### src/hdl/xadc_macros.svh
`ifndef XADC_MACROS_SVH
`define XADC_MACROS_SVH

// Converter and packing geometry
`define XADC_SAMPLE_W          12
`define XADC_SAMPLES_PER_WORD  5

// Frame and VMM limits
`define XADC_MAX_WORDS         187  // Words per UDP frame
`define XADC_VMM_COUNT         8

// Command field widths
`define XADC_SIZE_W            11
`define XADC_DELAY_W           18

`endif

### src/hdl/xadc_ctrl_pkg.sv
package xadc_ctrl_pkg;

    // Main burst sequencer
    typedef enum logic [2:0]
    {
        seq_idle,
        seq_request,
        seq_wait_sample,
        seq_delay,
        seq_wait_written,
        seq_wait_release
    } seq_state_t;

    // One conversion handshake
    typedef enum logic [1:0]
    {
        cv_idle,
        cv_start,
        cv_wait_done
    } conv_state_t;

    // FIFO write and end_of_data stretch
    typedef enum logic [1:0]
    {
        wr_idle,
        wr_write,
        wr_hold
    } wr_state_t;

endpackage

### src/hdl/xadc_data_pkg.sv
`include "xadc_macros.svh"

package xadc_data_pkg;

    typedef logic [`XADC_SAMPLE_W-1:0] sample_t;

    // Header nibble in 63:60, slot k at 12k+11 down to 12k
    typedef logic [63:0] fifo_word_t;

    typedef logic [2:0]  vmm_sel_t;   // VMM index 0 to 7

    typedef logic [11:0] word_cnt_t;  // packet_len

    typedef logic [2:0]  slot_t;      // Fill index 0 to 4

endpackage

### src/hdl/conversion_ctrl.sv
`timescale 1ns/100ps

module conversion_ctrl
(
    input  logic                        clk200,
    input  logic                        rst,
    input  logic                        conv_req,
    input  xadc_data_pkg::vmm_sel_t     vmm_sel,
    input  logic                        conv_done,
    input  xadc_data_pkg::sample_t      conv_result,
    output logic                        conv_start,
    output xadc_data_pkg::vmm_sel_t     conv_channel,
    output logic                        sample_valid,
    output xadc_data_pkg::sample_t      sample
);

    import xadc_ctrl_pkg::*;

    conv_state_t state;

    assign conv_start = (state == cv_start);   // Single cycle by construction

    always_ff @(posedge clk200)
    begin
        if (rst)
        begin
            state        <= cv_idle;
            conv_channel <= '0;
            sample_valid <= 1'b0;
        end
        else
        begin
            sample_valid <= 1'b0;
            case (state)
                cv_idle:
                begin
                    if (conv_req)
                    begin
                        conv_channel <= vmm_sel;   // Held until the next request
                        state        <= cv_start;
                    end
                end

                cv_start: state <= cv_wait_done;

                cv_wait_done:
                begin
                    if (conv_done)
                    begin
                        sample_valid <= 1'b1;
                        state        <= cv_idle;
                    end
                end

                default: state <= cv_idle;
            endcase
        end
    end

    // Result register
    always_ff @(posedge clk200)
    begin
        if (state == cv_wait_done && conv_done)
            sample <= conv_result;
    end

endmodule

### src/hdl/fifo_writer.sv
`timescale 1ns/100ps
`include "xadc_macros.svh"

module fifo_writer
(
    input  logic                        clk200,
    input  logic                        rst,
    input  logic                        word_valid,
    input  xadc_data_pkg::fifo_word_t   word,
    input  logic                        word_last,
    output xadc_data_pkg::fifo_word_t   fifo_bus,
    output logic                        data_fifo_enable,
    output xadc_data_pkg::word_cnt_t    packet_len,
    output logic                        end_of_data,
    output logic                        burst_written
);

    import xadc_ctrl_pkg::*;
    import xadc_data_pkg::*;

    wr_state_t  state;
    word_cnt_t  frame_cnt;     // Words already in this frame
    word_cnt_t  cnt_next;
    logic       frame_end;
    logic       frame_end_r;
    logic       last_r;

    assign cnt_next  = frame_cnt + 1'b1;
    assign frame_end = word_last || (cnt_next == `XADC_MAX_WORDS);

    assign data_fifo_enable = (state == wr_write);
    // Two cycles so the slower UDP clock domain sees it
    assign end_of_data      = (state == wr_write && frame_end_r) || (state == wr_hold);
    assign burst_written    = (state == wr_write && last_r);

    always_ff @(posedge clk200)
    begin
        if (rst)
        begin
            state       <= wr_idle;
            frame_cnt   <= '0;
            packet_len  <= '0;
            frame_end_r <= 1'b0;
            last_r      <= 1'b0;
        end
        else if (word_valid)
        begin
            packet_len  <= cnt_next;
            frame_end_r <= frame_end;
            last_r      <= word_last;
            frame_cnt   <= frame_end ? '0 : cnt_next;   // Next word restarts at 1
            state       <= wr_write;
        end
        else
        begin
            case (state)
                wr_write: state <= frame_end_r ? wr_hold : wr_idle;
                wr_hold:  state <= wr_idle;
                default:  state <= wr_idle;
            endcase
        end
    end

    always_ff @(posedge clk200)
    begin
        if (word_valid)
            fifo_bus <= word;
    end

endmodule

### src/hdl/packet_packer.sv
`timescale 1ns/100ps
`include "xadc_macros.svh"

module packet_packer
(
    input  logic                        clk200,
    input  logic                        rst,
    input  logic                        sample_valid,
    input  xadc_data_pkg::sample_t      sample,
    input  logic                        sample_last,
    input  xadc_data_pkg::vmm_sel_t     vmm_sel,
    output logic                        word_valid,
    output xadc_data_pkg::fifo_word_t   word,
    output logic                        word_last
);

    import xadc_data_pkg::*;

    fifo_word_t acc;        // Word under construction
    fifo_word_t next_word;
    slot_t      fill;
    logic       word_done;

    // Current word with the incoming sample dropped into its slot
    always_comb
    begin
        next_word = acc;
        next_word[63:60] = {1'b0, vmm_sel};
        next_word[fill*`XADC_SAMPLE_W +: `XADC_SAMPLE_W] = sample;
    end

    assign word_done = (fill == `XADC_SAMPLES_PER_WORD - 1) || sample_last;

    always_ff @(posedge clk200)
    begin
        if (rst)
        begin
            acc        <= '0;
            fill       <= '0;
            word_valid <= 1'b0;
            word_last  <= 1'b0;
        end
        else
        begin
            word_valid <= 1'b0;
            if (sample_valid)
            begin
                if (word_done)
                begin
                    word       <= next_word;
                    word_last  <= sample_last;
                    word_valid <= 1'b1;
                    acc        <= '0;       // Unused slots stay zero
                    fill       <= '0;
                end
                else
                begin
                    acc  <= next_word;
                    fill <= fill + 1'b1;
                end
            end
        end
    end

endmodule

### src/hdl/sample_sequencer.sv
`timescale 1ns/100ps
`include "xadc_macros.svh"

module sample_sequencer
(
    input  logic                        clk200,
    input  logic                        rst,
    input  logic                        data_in_rdy,
    input  logic [15:0]                 vmm_id,
    input  logic [`XADC_SIZE_W-1:0]     sample_size,
    input  logic [`XADC_DELAY_W-1:0]    delay_in,
    input  logic                        udp_done,
    input  logic                        sample_valid,
    input  logic                        burst_written,
    output logic                        conv_req,
    output logic                        sample_last,
    output xadc_data_pkg::vmm_sel_t     vmm_sel,
    output logic                        xadc_busy
);

    import xadc_ctrl_pkg::*;

    seq_state_t                 state;
    logic                       all_mode;   // Loop over every VMM
    logic [3:0]                 id_low;
    logic [`XADC_SIZE_W-1:0]    req_cnt;
    logic [`XADC_SIZE_W-1:0]    req_next;
    logic [`XADC_SIZE_W-1:0]    size_eff;
    logic [`XADC_DELAY_W-1:0]   delay_cnt;

    assign id_low   = vmm_id[3:0] - 4'd1;   // Ids count from 1
    assign req_next = req_cnt + 1'b1;
    // A size of zero still takes one sample
    assign size_eff = (sample_size == '0) ? {{(`XADC_SIZE_W-1){1'b0}}, 1'b1} : sample_size;

    always_ff @(posedge clk200)
    begin
        if (rst)
        begin
            state       <= seq_idle;
            conv_req    <= 1'b0;
            sample_last <= 1'b0;
            vmm_sel     <= '0;
            all_mode    <= 1'b0;
            xadc_busy   <= 1'b0;
            req_cnt     <= '0;
            delay_cnt   <= '0;
        end
        else
        begin
            conv_req <= 1'b0;
            case (state)
                seq_idle:
                begin
                    if (data_in_rdy)
                    begin
                        xadc_busy <= 1'b1;
                        req_cnt   <= '0;
                        if (vmm_id == 16'd0 || id_low > `XADC_VMM_COUNT)
                        begin
                            all_mode <= 1'b1;
                            vmm_sel  <= '0;     // Stepped after each burst
                        end
                        else
                        begin
                            all_mode <= 1'b0;
                            vmm_sel  <= id_low[2:0];
                        end
                        state <= seq_request;
                    end
                end

                seq_request:
                begin
                    conv_req    <= 1'b1;
                    req_cnt     <= req_next;
                    sample_last <= (req_next >= size_eff);  // Tags the burst's final sample
                    state       <= seq_wait_sample;
                end

                seq_wait_sample:
                begin
                    if (sample_valid)
                    begin
                        if (sample_last)
                            state <= seq_wait_written;
                        else
                        begin
                            delay_cnt <= '0;
                            state     <= seq_delay;
                        end
                    end
                end

                seq_delay:     // delay_in+1 idle cycles
                begin
                    if (delay_cnt == delay_in)
                        state <= seq_request;
                    else
                        delay_cnt <= delay_cnt + 1'b1;
                end

                seq_wait_written:
                begin
                    if (burst_written)
                    begin
                        req_cnt <= '0;
                        if (all_mode && vmm_sel != `XADC_VMM_COUNT - 1)
                        begin
                            vmm_sel   <= vmm_sel + 1'b1;
                            delay_cnt <= '0;
                            state     <= seq_delay;     // Same spacing across VMMs
                        end
                        else
                            state <= seq_wait_release;
                    end
                end

                seq_wait_release:  // Old command gone and UDP frame sent
                begin
                    if (!data_in_rdy && udp_done)
                    begin
                        xadc_busy <= 1'b0;
                        state     <= seq_idle;
                    end
                end

                default: state <= seq_idle;
            endcase
        end
    end

endmodule

### src/hdl/xadc_readout.sv
`timescale 1ns/100ps
`include "xadc_macros.svh"

module xadc_readout
(
    input  logic                        clk200,
    input  logic                        rst,
    input  logic                        data_in_rdy,
    input  logic [15:0]                 vmm_id,
    input  logic [`XADC_SIZE_W-1:0]     sample_size,
    input  logic [`XADC_DELAY_W-1:0]    delay_in,
    input  logic                        udp_done,
    input  logic                        conv_done,
    input  xadc_data_pkg::sample_t      conv_result,
    output logic                        conv_start,
    output xadc_data_pkg::vmm_sel_t     conv_channel,
    output xadc_data_pkg::fifo_word_t   fifo_bus,
    output logic                        data_fifo_enable,
    output xadc_data_pkg::word_cnt_t    packet_len,
    output logic                        end_of_data,
    output logic                        xadc_busy
);

    import xadc_data_pkg::*;

    logic       conv_req;
    vmm_sel_t   vmm_sel;
    logic       sample_valid;
    sample_t    sample;
    logic       sample_last;
    logic       word_valid;
    fifo_word_t word;
    logic       word_last;
    logic       burst_written;

    //////////////////////////////////////////////////////////////////////
    // Control path
    //////////////////////////////////////////////////////////////////////

    sample_sequencer u_sample_sequencer
    (
        .clk200        (clk200),
        .rst           (rst),
        .data_in_rdy   (data_in_rdy),
        .vmm_id        (vmm_id),
        .sample_size   (sample_size),
        .delay_in      (delay_in),
        .udp_done      (udp_done),
        .sample_valid  (sample_valid),
        .burst_written (burst_written),
        .conv_req      (conv_req),
        .sample_last   (sample_last),
        .vmm_sel       (vmm_sel),
        .xadc_busy     (xadc_busy)
    );

    conversion_ctrl u_conversion_ctrl
    (
        .clk200       (clk200),
        .rst          (rst),
        .conv_req     (conv_req),
        .vmm_sel      (vmm_sel),
        .conv_done    (conv_done),
        .conv_result  (conv_result),
        .conv_start   (conv_start),
        .conv_channel (conv_channel),
        .sample_valid (sample_valid),
        .sample       (sample)
    );

    //////////////////////////////////////////////////////////////////////
    // Data path to the FIFO
    //////////////////////////////////////////////////////////////////////

    packet_packer u_packet_packer
    (
        .clk200       (clk200),
        .rst          (rst),
        .sample_valid (sample_valid),
        .sample       (sample),
        .sample_last  (sample_last),
        .vmm_sel      (vmm_sel),
        .word_valid   (word_valid),
        .word         (word),
        .word_last    (word_last)
    );

    fifo_writer u_fifo_writer
    (
        .clk200           (clk200),
        .rst              (rst),
        .word_valid       (word_valid),
        .word             (word),
        .word_last        (word_last),
        .fifo_bus         (fifo_bus),
        .data_fifo_enable (data_fifo_enable),
        .packet_len       (packet_len),
        .end_of_data      (end_of_data),
        .burst_written    (burst_written)
    );

endmodule

### config.mk
export PLATFORM = sky130hd
export DESIGN_NAME = xadc_readout
export DESIGN_NICKNAME = d
export VERILOG_FILES = /design/src/hdl/xadc_ctrl_pkg.sv /design/src/hdl/xadc_data_pkg.sv /design/src/hdl/conversion_ctrl.sv /design/src/hdl/fifo_writer.sv /design/src/hdl/packet_packer.sv /design/src/hdl/sample_sequencer.sv /design/src/hdl/xadc_readout.sv
export VERILOG_INCLUDE_DIRS = /design/src /design/src/hdl
export SDC_FILE = /design/constraint.sdc
export NUM_CORES = 1
export LEC_CHECK = 0
export BUFFER_PORTS_ARGS = -buffer_cell sky130_fd_sc_hd__buf_2
export CORE_MARGIN = 5
export CORE_UTILIZATION = 57
export CTS_CLUSTER_SIZE = 20
export DETAILED_ROUTE_END_ITERATION = 10
export HOLD_SLACK_MARGIN = 0.05
export PLACE_DENSITY = 0.8
export SYNTH_ARGS = -nofsm -noshare
export SYNTH_HDL_FRONTEND = slang
export SYNTH_SLANG_ARGS = --single-unit
### constraint.sdc
create_clock -name clk200 -period 13.3 [get_ports clk200]
set_input_delay 0.665 -clock clk200 [delete_from_list [all_inputs] [get_ports clk200]]
set_output_delay 0.665 -clock clk200 [all_outputs]
set_load 0.02 [all_outputs]
-- Word-level counts from Yosys, hierarchy flattened
Cells that the tools add are included.
- flip-flop bits (word level): 278
- word-level logic and storage cells: 134
- add/sub/neg operators: 7
- multipliers: 1
- $lt $le $gt $ge: 2
- equality and inequality tests: 23
- shifts and indexed selects: 2
- muxes and demuxes: 40
- bitwise operators: 4
- reductions and logical operators: 31
- operators by type and width (cell ; number):
    $mux 18 ; 5
    $bwmux 64 ; 1
    $shift 12x34->64 const A ; 1
    $shiftx 12x34->64 ; 1
    $mux 60 ; 1
    $pmux 18 s3 ; 1
    $mux 3 ; 12
    $neg 7->34 ; 1
    $mux 11 ; 3
    $pmux 11 s3 ; 1
    $add 18x1->18 const B ; 1
    $eq 18x18->1 ; 1
    $pmux 3 s6 ; 1
    $logic_not 16->1 ; 1
    $add 12x1->12 const B ; 1
    $eq 12x8->1 const B ; 1
    $mux 12 ; 1
    $ne 2x2->1 const B ; 6
    $add 11x1->11 const B ; 1
    $ge 11x11->1 ; 1
    $logic_not 11->1 ; 1
    $eq 3x3->1 const B ; 3
    $reduce_and 3->1 ; 3
    $mux 1 ; 8
    28 further kinds ; 53

-- Logic depth before layout (Yosys ltp)
Gate-level depths: netlist of the first run.
- depth after elaboration: 6
- depth in mapped cells: 14
- mapped depth without buffers: 11

-- By module
Synthesis of the first run repeated with hierarchy kept, for this count alone.
- cell total of the unflattened synthesis: 1164
- area, all modules: 13211.4 um2
- modules (own cells, without submodules) (module ; times used ; cells an instance ; area each (um2) ; seq. area each (um2)):
    packet_packer ; 1 ; 549 ; 6418.7 ; 3223.1
    fifo_writer ; 1 ; 230 ; 3335.7 ; 2482.4
    sample_sequencer ; 1 ; 351 ; 2845.2 ; 780.7
    conversion_ctrl ; 1 ; 34 ; 611.8 ; 480.5

-- Least setup slack after synthesis of the first run
No wires, ideal clock.
- path type: input to register
- from: input port rst
- to: register u_packet_packer.word[0], enable pin
- arrival: 5476 ps
- data required time: 12735 ps
- path slack: 7260 ps
- cell stages on the path: 3
- buffers on the path: 2
- path through: clkbuf_1 buf_1 nor3_1
- longest elaborated chain between the ends: 2
- ends and longest elaborated chain (what ; RTL line ; RTL):
    start, declared ; xadc_readout.sv:7 ; input logic rst,
    $not 1->1 (no source line) ; n/a ;
    $reduce_and 3->1 (no source line) ; n/a ;
    end signal, assigned ; packet_packer.sv:50 ; word <= next_word;
    end, declared ; packet_packer.sv:13 ; output xadc_data_pkg::fifo_word_t word,
Every way passes these cells.
A chain may end at the register's enable or synchronous reset.

-- Worst setup path after layout of the first run
- from: register u_packet_packer.fill[1]
- to: register u_packet_packer.word[20] (data pin)
- longest elaborated chain between the ends: 4
- elaborated cells between the ends (all ways): 5
- ends and longest elaborated chain (what ; RTL line ; RTL):
    start, declared ; packet_packer.sv:21 ; slot_t fill;
    start signal, assigned ; packet_packer.sv:59 ; fill <= fill + 1'b1;
    $mul 3x2->5 (no source line) * ; n/a ;
    $neg 7->34 * ; packet_packer.sv:29 ; next_word[fill*`XADC_SAMPLE_W +: `XADC_SAMPLE_W] = sample;
    $shiftx 12x34->64 or $shift 12x34->64 (tied branches) ; packet_packer.sv:29 ;
    $bwmux 64 * ; packet_packer.sv:29 ;
    net u_packet_packer.next_word[20] ; packet_packer.sv:20 ; fifo_word_t next_word;
Mark *: on every way through the listed nets, which the timed path passes. The rest lies on a longest branch.

==> results of run 1 <==
-- layer usage --
layer / vias up / GRT usage, % / wire length (µm)
li1: 4496 / - / -
met1: 4362 / 31.4 / 12200
met2: 327 / 35.0 / 13000
met3: 55 / 3.75 / 2200
met4: 0 / 5.08 / 549
met5: - / 0 / 0
-- metrics by stage --
| step | util (%) | power [µW] |
|---|---|---|
| CTS | 65.9 | 1860 |
| floorplan | - | 1080 |
| global placement | 61.9 | 1120 |
| detailed placement | 61.9 | 1120 |
| global route | 65.9 | 1920 |
| finish | 65.9 | 1840 |
-- where the power goes --
| group | switching (µW) | internal [µW] | leakage, µW |
|---|---|---|---|
| Combinational | 105 | 65.2 | 0.00257 |
| Sequential | 25.2 | 910 | 0.00239 |
| Clock | 321 | 415 | 0.000424 |
-- layout make-up --
type	instances	area share, %
sequential	278	48.7
timing repair buffer	153	5.50
multi-input combinational	782	36.6
tap	280	2.45
clock buffer	36	5.17
inverter	29	0.760
clock inverter	16	0.847
-- worst max-delay path, stage by stage, from the launching register on --
cell and delay [ns]:
dfxtp_1 0.38, ha_1 0.28, fa_1 0.50, xnor2_1 0.91
and3_1 0.28, ha_1 0.18, inv_1 0.10, a311oi_2 0.45
a31oi_1 0.29, nor2_1 0.40, mux2_2 0.39
-- state kept, by name, summed over array words and instances (netlist names), 11 cells and up --
register	flops
u_conversion_ctrl.sample	12
u_fifo_writer.fifo_bus	64
u_fifo_writer.frame_cnt	12
u_fifo_writer.packet_len	12
u_packet_packer.acc	60
u_packet_packer.word	64
u_sample_sequencer.delay_cnt	18
u_sample_sequencer.req_cnt	11
-- cell families after synthesis --
group	Yosys count
mux	62
simple gates	361
xor+xnor	56
flops	278
compound gates	276
fa+ha+maj	27
buf+inv	86
-- layout by cell type, fill, tap and decap left out, types with 9 or more instances in the layout --
cell / Yosys / final
buf_2: 10 / 144
edfxtp_1: 140 / 140
dfxtp_1: 138 / 137
nor2_1: 117 / 116
nand2_1: 74 / 74
a21oi_1: 61 / 61
mux2_2: 49 / 49
a22o_1: 46 / 46
o21ai_0: 44 / 44
nand3_1: 33 / 33
xor2_1: 28 / 28
clkbuf_16: 0 / 28
inv_1: 27 / 27
xnor2_1: 27 / 27
ha_1: 26 / 26
nor3_1: 24 / 23
or3_1: 20 / 20
a21o_1: 17 / 17
a211oi_1: 16 / 16
a22oi_1: 15 / 15
mux2i_1: 13 / 13
and2_1: 12 / 12
nand4_1: 10 / 10
nand2b_1: 10 / 10
nor4_1: 10 / 10
buf_4: 2 / 9
-- path summary, 6_finish.rpt --
kind                                                     to  slack (ns)  depth (start not counted)
worst max register to register     u_packet_packer.word[20]        8.89                         10
worst min register to register   u_fifo_writer.fifo_bus[22]        0.42                          0
worst min-delay path            u_conversion_ctrl.sample[7]        0.30                          1
worst max-delay path               u_packet_packer.word[20]        8.89                         10
==> impl_metrics.json, run 1 <==
{
  "outcome": "finished, final reports clean",
  "pre_cts_slack_ns": 8.98,
  "synthDistinctLibCells": 70,
  "layoutNonFillerInstCount": 1574,
  "yosysMostFrequentCell": "edfxtp_1",
  "cts_resized": 0,
  "fillers": 1674,
  "vias": 9240,
  "syn_area_mm2": 0.0126,
  "synth_area_leader_cell": "edfxtp_1",
  "drive_gt1_share_pct": 20.9,
  "crit_required_ns": 13.59,
  "synthFlopType": "edfxtp_1",
  "grt_usage_pct": 21.9,
  "ir_drop_uv": 78.1,
  "synth_compound_area_share_pct": 15.3,
  "placed_cells": 1522,
  "num_rows": 54,
  "synthSimpleGateAreaFrac_pct": 14.1,
  "die_y_um": 158,
  "clock_skew_ns": 0.0139,
  "yosys-top-cells-count": "edfxtp_1 (140), dfxtp_1 (138), nor2_1 (117), nand2_1 (74), a21oi_1 (61)",
  "grt_pass1_wl_mm": 44.6,
  "drc_errors": 0,
  "cts_inserted_buffers": 28,
  "syn-num-nets": 1235,
  "worstSetupPathType": "flop to flop",
  "path_max_fanout": 13,
  "synth.mux.area_fraction_pct": 5.43,
  "startpoint": "u_packet_packer.fill[1]",
  "die_w_um": 158,
  "layout_setup_ws_ns": 8.89,
  "clock_latency_ns": 0.54,
  "start_util_pct": 57.7,
  "min_path_type": "primary input to flop",
  "post-route-period-util_pct": 33.2,
  "cp-end-kind": "flop",
  "synth_seq_cells": 278,
  "grt-ovfl-total": 0,
  "critPathArrivalTime_ns": 4.70,
  "dpl-instance-area_mm2": 0.0135,
  "tns_ns": 0,
  "setup_viol": 0,
  "r2r-start": "u_packet_packer.fill[1]",
  "seq_area_mm2": 0.00697,
  "rsz0062_at_grt": "no",
  "period_minus_slack_ns": 4.41,
  "cts_setup_buffers": 0,
  "numPortBuffers": 144,
  "root_buffer": "clkbuf_16",
  "finalHoldWorstSlack_ns": 0.299,
  "synthAdderAreaFrac_pct": 2.75,
  "antenna_found_initial": 0,
  "cts_tree": "built",
  "clock_sinks": 278,
  "synthArstFlopShare_pct": 0,
  "wl_per_cell_um": 17.7,
  "grt_max_degree": 99,
  "num_io_pins": 145,
  "h-tree-depth": 1,
  "synth_area_leaders": "edfxtp_1 (33%), dfxtp_1 (22%), mux2_2 (4.4%)",
  "p_per_area_mw_per_mm2": 129,
  "start_kind": "flop",
  "dp_hpwl_mm": 19.1,
  "grt_pass1_vias": 8699,
  "synth_edf_count": 140,
  "hold_viol": 0,
  "ant_nets": 0,
  "max_cap_viol_count": 0,
  "relSlewSlack_pct": 23.1,
  "synthCells": 1146,
  "finalInstanceArea_mm2": 0.0143,
  "yosys.area.top_type_share_pct": 33.5,
  "multi_input_area_mm2": 0.00525,
  "clockBufferDepth": 3,
  "globalplace.congestion": 0.936,
  "worstMarginPinSlew_ns": 1.15,
  "timing.fmax_ghz": 0.227,
  "fin_nets": 1361,
  "ys.warnings.count": 0,
  "min-delay-start": "conv_result[7]",
  "antenna_cells": 0,
  "synthXorXnorAreaFrac_pct": 4.06,
  "drt_pass1_iterations": 6,
  "leakage_uw": 0.00538,
  "slew_viol_final": 0,
  "drt_iter0_markers": 808,
  "synth_top_family_by_area": "compound AO/OA/AOI/OAI gates",
  "postSynthAreaPerCell_um2": 11.0,
  "core_area_mm2": 0.0218,
  "holdBufCountCts": 0,
  "avgViaCountPerCell": 5.87,
  "clk_pin_slew_worst_paths_ns": 0.06,
  "routed_wl_mm": 27.9,
  "die-area_mm2": 0.0251,
  "yosysSeqAreaShare_pct": 55.5,
  "syn2layout_area_growth_pct": 14.1
}
No activity file was read; power rests on OpenSTA's default activity.
==> inputs of run 2 (changes only) <==
--- a/config.mk
+++ b/config.mk
@@ -8,11 +8,11 @@
 export LEC_CHECK = 0
 export BUFFER_PORTS_ARGS = -buffer_cell sky130_fd_sc_hd__buf_2
 export CORE_MARGIN = 5
-export CORE_UTILIZATION = 57
+export CORE_UTILIZATION = 53
 export CTS_CLUSTER_SIZE = 20
 export DETAILED_ROUTE_END_ITERATION = 10
 export HOLD_SLACK_MARGIN = 0.05
-export PLACE_DENSITY = 0.8
+export PLACE_DENSITY = 0.78
 export SYNTH_ARGS = -nofsm -noshare
 export SYNTH_HDL_FRONTEND = slang
 export SYNTH_SLANG_ARGS = --single-unit
==> constraint.sdc (replaced) <==
create_clock -name clk200 -period 4 [get_ports clk200]
set_input_delay 0.2 -clock clk200 [delete_from_list [all_inputs] [get_ports clk200]]
set_output_delay 0.2 -clock clk200 [all_outputs]
set_load 0.02 [all_outputs]
==> run 2 against run 1 <==
  * Hold slack got worse by 0.15 ns
  * Die area is 7.1% higher
  * Core utilization down 3.6 points
  * Final area rose by 1.6%
  * Setup slack lost 8.6 ns
  * Non-clock buffer count rose by 19
  * Clock power grew to 3.3 times the previous value
  * Global-route usage shrank 1.2 points
  * Via count is 0.51% higher
  * Combinational power grew to 3.4 times the previous value
  * Critical endpoint unchanged
==> impl_metrics.json, run 2 (synthesis results as in run 1) <==
{
  "start_util_pct": 53.7,
  "dpl-instance-area_mm2": 0.0136,
  "ir_drop_uv": 295,
  "die_w_um": 164,
  "drc_errors": 0,
  "tns_ns": 0,
  "grt_pass1_vias": 8903,
  "outcome": "finished, final reports clean",
  "clk_pin_slew_worst_paths_ns": 0.06,
  "drt_pass1_iterations": 6,
  "critPathArrivalTime_ns": 4.04,
  "drt_iter0_markers": 588,
  "period_minus_slack_ns": 3.74,
  "wl_met3_mm": 2.14,
  "cts_setup_buffers": 0,
  "vias": 9287,
  "root_buffer": "clkbuf_16",
  "die_y_um": 164,
  "cts_inserted_buffers": 27,
  "finalInstanceArea_mm2": 0.0146,
  "path_common_cell": "ha_1",
  "post-route-period-util_pct": 93.5,
  "r2r-start": "u_packet_packer.fill[1]",
  "globalplace.congestion": 1.02,
  "layout.cells.most_common": "buf_2",
  "setup_viol": 0,
  "mostFrequentLayoutCells": "buf_2 (144), edfxtp_1 (140), dfxtp_1 (137), nor2_1 (116), nand2_1 (74)",
  "crit_chain": "ha_1 -> fa_1 -> xnor2_1 -> and3_1 -> ha_1 -> inv_1 -> a311oi_2 -> a31oi_1 -> nor2_1 -> mux2_2",
  "rsz0062_at_grt": "no",
  "die-area_mm2": 0.0269,
  "antenna_cells": 0,
  "grt_max_degree": 77,
  "grt_usage_pct": 20.7,
  "timing.fmax_ghz": 0.267,
  "numPortBuffers": 144,
  "reg2reg_to": "u_packet_packer.word[20]",
  "syn2layout_area_growth_pct": 15.9,
  "clock_sinks": 278,
  "dp_hpwl_mm": 19.5,
  "clockBufferDepth": 3,
  "min_path_type": "primary input to flop",
  "fillers": 1900,
  "pre_cts_slack_ns": 0.319,
  "fin_nets": 1379,
  "clock_skew_ns": 0.0311,
  "wl_met2_mm": 12.8,
  "hold_viol": 0,
  "critPathMaxStageDelay_ns": 0.49,
  "seq_area_mm2": 0.00697,
  "start_kind": "flop",
  "holdBufCountCts": 14,
  "layout_setup_ws_ns": 0.258,
  "dr.max_layer_used": "met4",
  "regToRegSetupSlack_ns": 0.26,
  "max_cap_viol_count": 0,
  "worstMarginPinSlew_ns": 1.05,
  "routed_wl_mm": 28.2,
  "antenna_found_initial": 0,
  "cp-end-kind": "flop",
  "path_max_fanout": 6,
  "critical_path.endpoint": "u_packet_packer.word[20]",
  "cts_tree": "built",
  "drive_gt1_share_pct": 20.8,
  "cts_resized": 0,
  "slew_viol_final": 0,
  "multi_input_area_mm2": 0.00525,
  "num_io_pins": 145,
  "grt_pass1_wl_mm": 45.5,
  "grt-ovfl-total": 0,
  "avgViaCountPerCell": 5.70,
  "p_per_area_mw_per_mm2": 423,
  "leakage_uw": 0.00547,
  "m1WireLength_mm": 12.7,
  "clock_latency_ns": 0.54,
  "crit_required_ns": 4.29,
  "h-tree-depth": 1,
  "relSlewSlack_pct": 30.1,
  "core_area_mm2": 0.0234,
  "ant_nets": 0,
  "startpoint": "u_packet_packer.fill[1]",
  "slowest_stage": "fa_1",
  "reg2reg_depth": 10,
  "num_rows": 56,
  "wl_per_cell_um": 17.3,
  "worstSetupPathType": "flop to flop",
  "top_regs": "u_fifo_writer.fifo_bus x64, u_packet_packer.word x64, u_packet_packer.acc x60"
}
-- run 2: cell types whose count changed in the layout (fill, tap and decap cells not counted), sizes merged --
| cell | delta |
|---|---|
| clkbuf | -1 |
| clkinvlp | -1 |
| inv | -1 |
| buf | +5 |
| dlygate4sd3 | +14 |
| bufinv | +1 |
-- run 2: where the power goes --
part | switching [µW] | internal [µW]
Combinational | 355 | 231
Clock | 1040 | 1420
Sequential | 85.3 | 3030
-- run 2: how the worst min path moves through the flow --
stage,start,endpoint,cells after the start
final,udp_done,u_sample_sequencer.xadc_busy,6
after global routing,udp_done,u_sample_sequencer.xadc_busy,6
after CTS,udp_done,u_sample_sequencer.xadc_busy,6
after global placement,conv_result[8],u_conversion_ctrl.sample[8],1
after floorplan,conv_result[0],u_conversion_ctrl.sample[0],0
after detailed placement,conv_result[9],u_conversion_ctrl.sample[9],1
-- run 2: worst max-delay path: cells and delay by family, from the launching register on --
family | cells | cell delay (ns)
and+or+nand+nor | 2 | 0.61
DFF | 1 | 0.38
muxes | 1 | 0.39
AOI/OAI and AO/OA | 2 | 0.76
xor gates and xnor gates | 1 | 0.17
buffers and inverters | 1 | 0.10
adders and majority gates | 3 | 1.09
-- run 2: final cells by class --
cell class	instances	area share, %
Multi-Input combinational cell	782	36.1
Clock inverter	15	0.859
Timing Repair Buffer	172	6.64
Clock buffer	35	5.05
Sequential cell	278	47.9
Inverter	29	0.748
Tap cell	319	2.74
-- run 2: metal layers --
layer	global-route usage (%)	vias up
met2	32.7	345
met4	5.03	0
met5	0	-
li1	-	4523
met3	3.69	51
met1	29.9	4368
-- run 2: metrics by stage --
stage	hold slack (ns)	utilization, %	std cells	total power [µW]
final	0.147	62.2	1630	6160
after detailed placement	0.378	57.9	1566	3740
after global placement	0.378	57.9	1566	3720
after floorplan	0.299	-	1146	3580
after global routing	0.187	62.2	1630	6410
after CTS	0.131	62.2	1630	6200
